===== src/design/pwm_consts.svh =====
`ifndef PWM_CONSTS_SVH
`define PWM_CONSTS_SVH

// ---------------------------------------------------------------------------
// channel count
// ---------------------------------------------------------------------------

// number of carrier and compare channels
`define PWM_CHANNELS 4

// ---------------------------------------------------------------------------
// register field widths
// ---------------------------------------------------------------------------

// carrier, period, initial value and compare
`define PWMCOUNT_WIDTH 16
// dead time in clock cycles
`define DTCOUNT_WIDTH 8
// event thinning counter
`define EVTCOUNT_WIDTH 3

`endif


===== src/design/pwm_pkg.sv =====
`include "pwm_consts.svh"

package pwm_pkg;

    // -----------------------------------------------------------------------
    // field types
    // -----------------------------------------------------------------------

    // carrier value, period, initial value and compare level
    typedef logic [`PWMCOUNT_WIDTH-1:0] count_t;
    // dead time in clock cycles
    typedef logic [`DTCOUNT_WIDTH-1:0] dtime_t;
    // boundaries skipped between two events
    typedef logic [`EVTCOUNT_WIDTH-1:0] evtcount_t;
    // one bit per channel
    typedef logic [`PWM_CHANNELS-1:0] chan_vec_t;

    // carrier count modes, code 2'b11 is taken as up
    typedef enum logic [1:0] {
        COUNT_UP     = 2'b00,
        COUNT_DOWN   = 2'b01,
        COUNT_UPDOWN = 2'b10
    } count_mode_t;

endpackage


===== src/design/carrier_counter.sv =====
module carrier_counter (
    input  logic                 clk,
    input  logic                 reset,
    // channel running
    input  logic                 enable,
    input  pwm_pkg::count_mode_t count_mode,
    input  pwm_pkg::count_t      period,
    input  pwm_pkg::count_t      initcarr,
    // events to skip, pulse on every (eventcount+1)-th boundary
    input  pwm_pkg::evtcount_t   eventcount,
    output pwm_pkg::count_t      carrier,
    output logic                 event_pulse
);

    pwm_pkg::count_t    carrier_next;
    logic               dir_up;
    logic               dir_up_next;
    logic               at_boundary;
    pwm_pkg::evtcount_t evt_cnt;

    // ------------------------------------------------------------------------
    // next carrier value per count mode
    // ------------------------------------------------------------------------
    always_comb begin
        carrier_next = carrier;
        dir_up_next  = dir_up;
        case (count_mode)
            pwm_pkg::COUNT_DOWN: begin
                // period down to 0, then reload
                if (carrier == '0) begin
                    carrier_next = period;
                end else begin
                    carrier_next = carrier - 1'b1;
                end
            end
            pwm_pkg::COUNT_UPDOWN: begin
                if (dir_up) begin
                    // top reached, turn around
                    if (carrier >= period) begin
                        dir_up_next  = 1'b0;
                        carrier_next = carrier - 1'b1;
                    end else begin
                        carrier_next = carrier + 1'b1;
                    end
                end else begin
                    // bottom reached, climb again
                    if (carrier == '0) begin
                        dir_up_next  = 1'b1;
                        carrier_next = carrier + 1'b1;
                    end else begin
                        carrier_next = carrier - 1'b1;
                    end
                end
            end
            default: begin
                // up and the spare code, 0 to period then wrap
                if (carrier >= period) begin
                    carrier_next = '0;
                end else begin
                    carrier_next = carrier + 1'b1;
                end
            end
        endcase
    end

    // boundary is period in up mode, 0 otherwise
    always_comb begin
        if (count_mode == pwm_pkg::COUNT_DOWN || count_mode == pwm_pkg::COUNT_UPDOWN) begin
            at_boundary = (carrier == '0);
        end else begin
            at_boundary = (carrier == period);
        end
    end

    // carrier and direction, parked on initcarr while stopped
    always_ff @(posedge clk) begin
        if (reset) begin
            carrier <= '0;
            dir_up  <= 1'b1;
        end else if (!enable) begin
            carrier <= initcarr;
            dir_up  <= 1'b1;
        end else begin
            carrier <= carrier_next;
            dir_up  <= dir_up_next;
        end
    end

    // ------------------------------------------------------------------------
    // event thinning
    // ------------------------------------------------------------------------
    always_ff @(posedge clk) begin
        if (reset || !enable) begin
            evt_cnt     <= '0;
            event_pulse <= 1'b0;
        end else if (at_boundary) begin
            // last boundary of the group fires the event
            if (evt_cnt >= eventcount) begin
                evt_cnt     <= '0;
                event_pulse <= 1'b1;
            end else begin
                evt_cnt     <= evt_cnt + 1'b1;
                event_pulse <= 1'b0;
            end
        end else begin
            event_pulse <= 1'b0;
        end
    end

endmodule


===== src/design/dead_band_delay.sv =====
module dead_band_delay (
    input  logic            clk,
    input  logic            reset,
    // undelayed gate request
    input  logic            gate_in,
    // rising-edge delay in cycles, 0 for none
    input  pwm_pkg::dtime_t dtime,
    output logic            gate_out
);

    // cycles gate_in has been high, saturating
    pwm_pkg::dtime_t hold_cnt;

    // ------------------------------------------------------------------------
    // hold counter
    // ------------------------------------------------------------------------
    always_ff @(posedge clk) begin
        if (reset) begin
            hold_cnt <= '0;
        end else if (!gate_in) begin
            hold_cnt <= '0;
        end else if (hold_cnt != '1) begin
            hold_cnt <= hold_cnt + 1'b1;
        end
    end

    // ------------------------------------------------------------------------
    // delayed gate
    // ------------------------------------------------------------------------
    // rises once the input has been high for dtime cycles
    // falls the cycle after the input drops, no delay on that edge
    // so a pulse of dtime cycles or less never shows
    always_ff @(posedge clk) begin
        if (reset) begin
            gate_out <= 1'b0;
        end else if (!gate_in) begin
            gate_out <= 1'b0;
        end else begin
            gate_out <= (hold_cnt >= dtime);
        end
    end

endmodule


===== src/design/pwm_channel.sv =====
module pwm_channel (
    input  logic            clk,
    input  logic            reset,
    // channel running
    input  logic            enable,
    input  pwm_pkg::count_t carrier,
    input  pwm_pkg::count_t compare,
    // dead time on/off for both outputs
    input  logic            dt_onoff,
    input  pwm_pkg::dtime_t dtime_A,
    input  pwm_pkg::dtime_t dtime_B,
    // active levels of the two pins
    input  logic            logic_A,
    input  logic            logic_B,
    output logic            pwmout_A,
    output logic            pwmout_B
);

    logic            ref_q;
    logic            req_a;
    logic            req_b;
    pwm_pkg::dtime_t dt_a;
    pwm_pkg::dtime_t dt_b;
    logic            gate_a_out;
    logic            gate_b_out;

    // ------------------------------------------------------------------------
    // compare stage
    // ------------------------------------------------------------------------
    // reference high while carrier is below compare
    always_ff @(posedge clk) begin
        if (reset) begin
            ref_q <= 1'b0;
        end else begin
            ref_q <= (carrier < compare);
        end
    end

    // complementary requests, both dropped while stopped
    assign req_a = enable & ref_q;
    assign req_b = enable & ~ref_q;

    // dead time off means zero delay
    assign dt_a = dt_onoff ? dtime_A : '0;
    assign dt_b = dt_onoff ? dtime_B : '0;

    // ------------------------------------------------------------------------
    // dead band on each leg
    // ------------------------------------------------------------------------
    dead_band_delay gate_a (
        .clk      (clk),
        .reset    (reset),
        .gate_in  (req_a),
        .dtime    (dt_a),
        .gate_out (gate_a_out)
    );

    dead_band_delay gate_b (
        .clk      (clk),
        .reset    (reset),
        .gate_in  (req_b),
        .dtime    (dt_b),
        .gate_out (gate_b_out)
    );

    // active level while gated on, inverse otherwise
    assign pwmout_A = gate_a_out ~^ logic_A;
    assign pwmout_B = gate_b_out ~^ logic_B;

endmodule


===== src/design/interrupt_matrix.sv =====
module interrupt_matrix (
    input  logic               clk,
    input  logic               reset,
    // thinned carrier events, one per channel
    input  pwm_pkg::chan_vec_t event_in,
    // channel selection for trigger and interrupt
    input  pwm_pkg::chan_vec_t matrix,
    input  logic               int_ack,
    output logic               trigger,
    output logic               interrupt
);

    // any selected channel fired this cycle
    logic hit;

    assign hit = |(event_in & matrix);

    // ------------------------------------------------------------------------
    // trigger pulse
    // ------------------------------------------------------------------------
    always_ff @(posedge clk) begin
        if (reset) begin
            trigger <= 1'b0;
        end else begin
            trigger <= hit;
        end
    end

    // ------------------------------------------------------------------------
    // sticky interrupt
    // ------------------------------------------------------------------------
    // rises with trigger, cleared by ack
    // a new hit beats an ack in the same cycle
    always_ff @(posedge clk) begin
        if (reset) begin
            interrupt <= 1'b0;
        end else if (hit) begin
            interrupt <= 1'b1;
        end else if (int_ack) begin
            interrupt <= 1'b0;
        end
    end

endmodule


===== src/design/pwm_top.sv =====
`include "pwm_consts.svh"

module pwm_top (
    input  logic                                          clk,
    input  logic                                          reset,
    // global run bit
    input  logic                                          pwm_onoff,
    // flat register fields, channel 0 in the low bits
    input  logic [`PWM_CHANNELS*`PWMCOUNT_WIDTH-1:0]      period_x,
    input  logic [`PWM_CHANNELS*`PWMCOUNT_WIDTH-1:0]      initcarr_x,
    input  logic [`PWM_CHANNELS*`PWMCOUNT_WIDTH-1:0]      compare_x,
    input  logic [`PWM_CHANNELS*`DTCOUNT_WIDTH-1:0]       dtime_A_x,
    input  logic [`PWM_CHANNELS*`DTCOUNT_WIDTH-1:0]       dtime_B_x,
    input  logic [`PWM_CHANNELS*`EVTCOUNT_WIDTH-1:0]      eventcount_x,
    input  logic [`PWM_CHANNELS*$bits(pwm_pkg::count_mode_t)-1:0] countmode_x,
    // one bit per channel
    input  pwm_pkg::chan_vec_t                            dt_onoff_x,
    input  pwm_pkg::chan_vec_t                            carrier_onoff_x,
    input  pwm_pkg::chan_vec_t                            logic_A_x,
    input  pwm_pkg::chan_vec_t                            logic_B_x,
    input  pwm_pkg::chan_vec_t                            interrupt_matrix,
    input  logic                                          int_ack,
    output pwm_pkg::chan_vec_t                            pwmout_A_x,
    output pwm_pkg::chan_vec_t                            pwmout_B_x,
    output logic                                          trigger,
    output logic                                          interrupt
);

    // thinned events from all carriers
    pwm_pkg::chan_vec_t event_vec;

    // ------------------------------------------------------------------------
    // per-channel carrier and compare
    // ------------------------------------------------------------------------
    for (genvar i = 0; i < `PWM_CHANNELS; i++) begin : g_chan
        pwm_pkg::count_t carrier;
        logic            run;

        // channel runs only with both global and own bit set
        assign run = pwm_onoff & carrier_onoff_x[i];

        carrier_counter u_carrier (
            .clk         (clk),
            .reset       (reset),
            .enable      (run),
            .count_mode  (pwm_pkg::count_mode_t'(countmode_x[2*i +: 2])),
            .period      (period_x[`PWMCOUNT_WIDTH*i +: `PWMCOUNT_WIDTH]),
            .initcarr    (initcarr_x[`PWMCOUNT_WIDTH*i +: `PWMCOUNT_WIDTH]),
            .eventcount  (eventcount_x[`EVTCOUNT_WIDTH*i +: `EVTCOUNT_WIDTH]),
            .carrier     (carrier),
            .event_pulse (event_vec[i])
        );

        pwm_channel u_channel (
            .clk      (clk),
            .reset    (reset),
            .enable   (run),
            .carrier  (carrier),
            .compare  (compare_x[`PWMCOUNT_WIDTH*i +: `PWMCOUNT_WIDTH]),
            .dt_onoff (dt_onoff_x[i]),
            .dtime_A  (dtime_A_x[`DTCOUNT_WIDTH*i +: `DTCOUNT_WIDTH]),
            .dtime_B  (dtime_B_x[`DTCOUNT_WIDTH*i +: `DTCOUNT_WIDTH]),
            .logic_A  (logic_A_x[i]),
            .logic_B  (logic_B_x[i]),
            .pwmout_A (pwmout_A_x[i]),
            .pwmout_B (pwmout_B_x[i])
        );
    end

    // ------------------------------------------------------------------------
    // trigger and interrupt
    // ------------------------------------------------------------------------
    interrupt_matrix u_intmat (
        .clk       (clk),
        .reset     (reset),
        .event_in  (event_vec),
        .matrix    (interrupt_matrix),
        .int_ack   (int_ack),
        .trigger   (trigger),
        .interrupt (interrupt)
    );

endmodule


===== config.mk =====
export PLATFORM = sky130hd
export DESIGN_NAME = pwm_top
export DESIGN_NICKNAME = d
export VERILOG_FILES = /design/src/design/pwm_pkg.sv /design/src/design/carrier_counter.sv /design/src/design/dead_band_delay.sv /design/src/design/pwm_channel.sv /design/src/design/interrupt_matrix.sv /design/src/design/pwm_top.sv
export VERILOG_INCLUDE_DIRS = /design/src /design/src/design
export SDC_FILE = /design/constraint.sdc
export NUM_CORES = 1
export LEC_CHECK = 0
export BUFFER_PORTS_ARGS = -buffer_cell sky130_fd_sc_hd__buf_2
export CAP_MARGIN = 20
export CELL_PAD_IN_SITES_DETAIL_PLACEMENT = 1
export CELL_PAD_IN_SITES_GLOBAL_PLACEMENT = 1
export CORE_UTILIZATION = 42
export DETAILED_ROUTE_END_ITERATION = 12
export GPL_TIMING_DRIVEN = 0
export PLACE_DENSITY = 0.8
export SLEW_MARGIN = 0
export SYNTH_ARGS = -nofsm -noshare
export SYNTH_HDL_FRONTEND = slang
export SYNTH_HIERARCHICAL = 1
export SYNTH_SLANG_ARGS = --single-unit

===== constraint.sdc =====
create_clock -name clk -period 3.3 [get_ports clk]
set_clock_uncertainty 0.1 [all_clocks]
set_input_delay 0.66 -clock clk [delete_from_list [all_inputs] [get_ports clk]]
set_output_delay 0.66 -clock clk [all_outputs]
set_load 0.01 [all_outputs]

==> results.toml <==
[placed_design]
post-dp-hpwl_um = 52000
dp.cells = 3140
gpl.final_weighted_congestion = 0.959
preCtsSetupSlack_ns = -1.10
port_buffers = 309
place_area_sq_um = 19600

[yosys]
synthCells = 2299
yosys.area_share.simple = 0.257
synth_compound_area_frac = 0.231
synth_fa_ha_area_frac = 0.167
synthTopCellsByArea = "dfxtp_1 19%, ha_1 17%, inv_1 5.5%"
synthXorXnorAreaFrac = 0.0606
synthesis.nets = 2831
ys_warn_count = 6
ys.flop_type = "dfxtp_1"
yosysTopAreaCell = "dfxtp_1"
yosysSeqAreaShare = 0.187
syn-cell-area_sq_um = 17400
synth_top_family_by_area = "simple AND/OR/NAND/NOR gates"
synth.distinct_cells = 72
syn_avg_cell_area_sq_um = 7.55
synth_top_area_share = 0.187
synthMuxAreaShare = 0.0167
synth_seq_cells = 162
synth_async_sr_flop_share = 0
synth-edff-count = 0

[clock_tree]
cts_tree = "built"
cts_max_path_buffers = 2
root_buffer = "clkbuf_16"
cts_max_level = 4
clk_pin_slew_ns = 0.07
clk_latency_ns = 0.50
cts_hold_buf = 0
cts_sinks = 162
cts_buffers = 17

[setup_path]
reg2reg_slack_ns = 0.01
crit_type = "flip-flop to flip-flop"
end_kind = "flip-flop"
reg2reg_depth = 9
startpoint = "g_chan[3].u_carrier/carrier[14]"
crit_fanout = 10
r2r_end = "g_chan[3].u_carrier/carrier[6]"
arrival_ns = 3.55
r2r_start = "g_chan[3].u_carrier/carrier[14]"
crit_path_start_kind = "flip-flop"
endpoint = "g_chan[3].u_carrier/carrier[6]"
required_ns = 3.56

[power_and_ir_drop]
vdd_drop_max_uv = 381
p_per_area_nw_per_um2 = 320
power_leakage_nw = 9.07
seq_power_share = 0.331
p_sw_mw = 2.38
p_clk_frac = 0.344
combPwrFrac = 0.324
p_int_mw = 4.20
power_mw = 6.57
p_sw_frac = 0.361

[layout]
layout_commonest_cell = "buf_2"
stdcell_count = 3180
area.growth.synth_to_final_pct = 18.3
drive_gt1_frac = 0.173
final_nets = 3168
final_cell_area_sq_um = 20500
final_cell_mix = "317 x buf_2, 256 x inv_1, 232 x ha_1, 188 x nand2_1, 168 x nor2_1"
fin_util = 0.503
fillCellCount = 5199

[floorplan]
initial_core_util = 0.425
rows = 74
die_w_um = 205
die_y_um = 205
die_area_sq_um = 42100
core_area_sq_um = 40800
ios = 310

[status]
outcome = "complete, no violations"

[drt]
wl_um = 66800
drtAntennaViolNets = 0
drc = 0
drtIter0Drc = 1244
drt_pass1_iterations = 5
wl_per_cell_um = 21.0
vias_per_cell = 6.03
vias = 19183

[sta]
layout_setup_ws_ns = 0.0137
hold_ws_ns = 0.275
drv_slew = 0
fmax_mhz = 304
slew_headroom = 0.410
fin_crit_sh = 0.996
tightest_slew_ns = 0.881
finalSetupTns_ns = 0
hold_violations = 0
rsz0062_at_grt = "yes"
finalSetupViolCount = 0
period_needed_ns = 3.29

[grt]
gr-total-overflow = 0
grt_util_all_layers = 0.312
antenna_found_initial = 2
grt_pass1_wl_um = 103000
grt_pass1_vias = 19601
grt_max_degree = 27

[flow_run]
maxCapViolations = 0

[min_path]
holdPathStages = 3
hold_path_class = "input port to flip-flop"
## flip-flops by register name, summed over array words and instances, names as in the netlist
signal / cells
g_chan.u_carrier/evt_cnt: 12
g_chan.u_channel/gate_b/gate_out: 4
g_chan.u_channel/ref_q: 4
g_chan.u_channel/gate_a/gate_out: 4
g_chan.u_carrier/carrier: 64
g_chan.u_channel/gate_b/hold_cnt: 32
g_chan.u_channel/gate_a/hold_cnt: 32
u_intmat/trigger: 1
u_intmat/interrupt: 1
g_chan.u_carrier/event_pulse: 4
g_chan.u_carrier/dir_up: 4
## cell usage after synthesis (36+ instances only)
| cell | count |
|---|---|
| nand2_1 | 188 |
| a21oi_1 | 133 |
| nor3_1 | 92 |
| o21ai_0 | 96 |
| nand2b_1 | 36 |
| a31oi_1 | 61 |
| inv_1 | 256 |
| dfxtp_1 | 162 |
| xnor2_1 | 80 |
| and2_1 | 76 |
| ha_1 | 232 |
| xor2_1 | 40 |
| nand3_1 | 44 |
| nand4_1 | 64 |
| nor2_1 | 168 |
| clkbuf_1 | 72 |
## metal layers
metal | wire (um) | vias up | part of all wire | global-route usage
li1 | - | 9065 | - | -
met1 | 28000 | 9214 | 0.42 | 0.376
met4 | 3300 | 4 | 0.049 | 0.174
met5 | 25 | - | 0.00037 | 0
met2 | 31800 | 697 | 0.48 | 0.531
met3 | 3620 | 203 | 0.054 | 0.0442
## repair_timing
| action | CTS | global route |
|---|---|---|
| setup endpoints to repair | 64 | 31 |
| buffers inserted | 0 | 8 |
| cloned | 0 | 1 |
| pin swaps | 0 | 5 |
| gates resized for setup | 25 | 25 |
## worst min path at each step
stage                                         from  slack [ns]                               to
finish                               initcarr_x[8]        0.27   g_chan[0].u_carrier/carrier[8]
global route                        initcarr_x[26]        0.27  g_chan[1].u_carrier/carrier[10]
CTS                                  initcarr_x[8]        0.24   g_chan[0].u_carrier/carrier[8]
detailed placement  g_chan[1].u_carrier/evt_cnt[1]        0.38   g_chan[1].u_carrier/evt_cnt[1]
global placement    g_chan[2].u_carrier/evt_cnt[1]        0.37   g_chan[2].u_carrier/evt_cnt[1]
floorplan           g_chan[0].u_carrier/evt_cnt[1]        0.35   g_chan[0].u_carrier/evt_cnt[1]
## cell families (layout without fill, tap and decap cells)
group	count (synthesis)	in the layout
muxes	28	28
and+or+nand+nor	825	825
AOI/OAI and AO/OA	580	581
adders and majority gates	232	232
DFF	162	162
xor gates and xnor gates	120	120
other	0	1
buffers and inverters	352	699
## worst max-delay path, cell delays in order, from the launching register on
cell,delay (ns)
dfxtp_1,0.60
ha_1,0.33
nand4_1,0.23
inv_1,0.12
a22oi_2,0.42
and3_1,0.31
clkbuf_2,0.29
a32oi_1,0.15
o21a_1,0.21
nor4_1,0.38
## power by group through the flow
stage | clock (mW) | combinational, mW | sequential [mW]
after detailed placement | 0 | 2.03 | 2.22
final | 2.26 | 2.13 | 2.18
after CTS | 2.33 | 2.07 | 2.18
after floorplan | 0 | 1.33 | 2.16
after global routing | 2.39 | 2.33 | 2.19
after global placement | 0 | 1.94 | 2.22
## final cells by class
class | count | area [sq um] | share of cell area
multi-input combinational | 1786 | 13000 | 0.632
antenna | 1 | 2.50 | 0.000122
buffer | 92 | 425 | 0.0207
sequential | 162 | 3240 | 0.158
tap | 532 | 666 | 0.0324
clock buffer | 22 | 474 | 0.0231
clock inverter | 8 | 153 | 0.00743
timing repair buffer | 317 | 1610 | 0.0782
inverter | 260 | 976 | 0.0475
(Power assumes the default switching activity.)
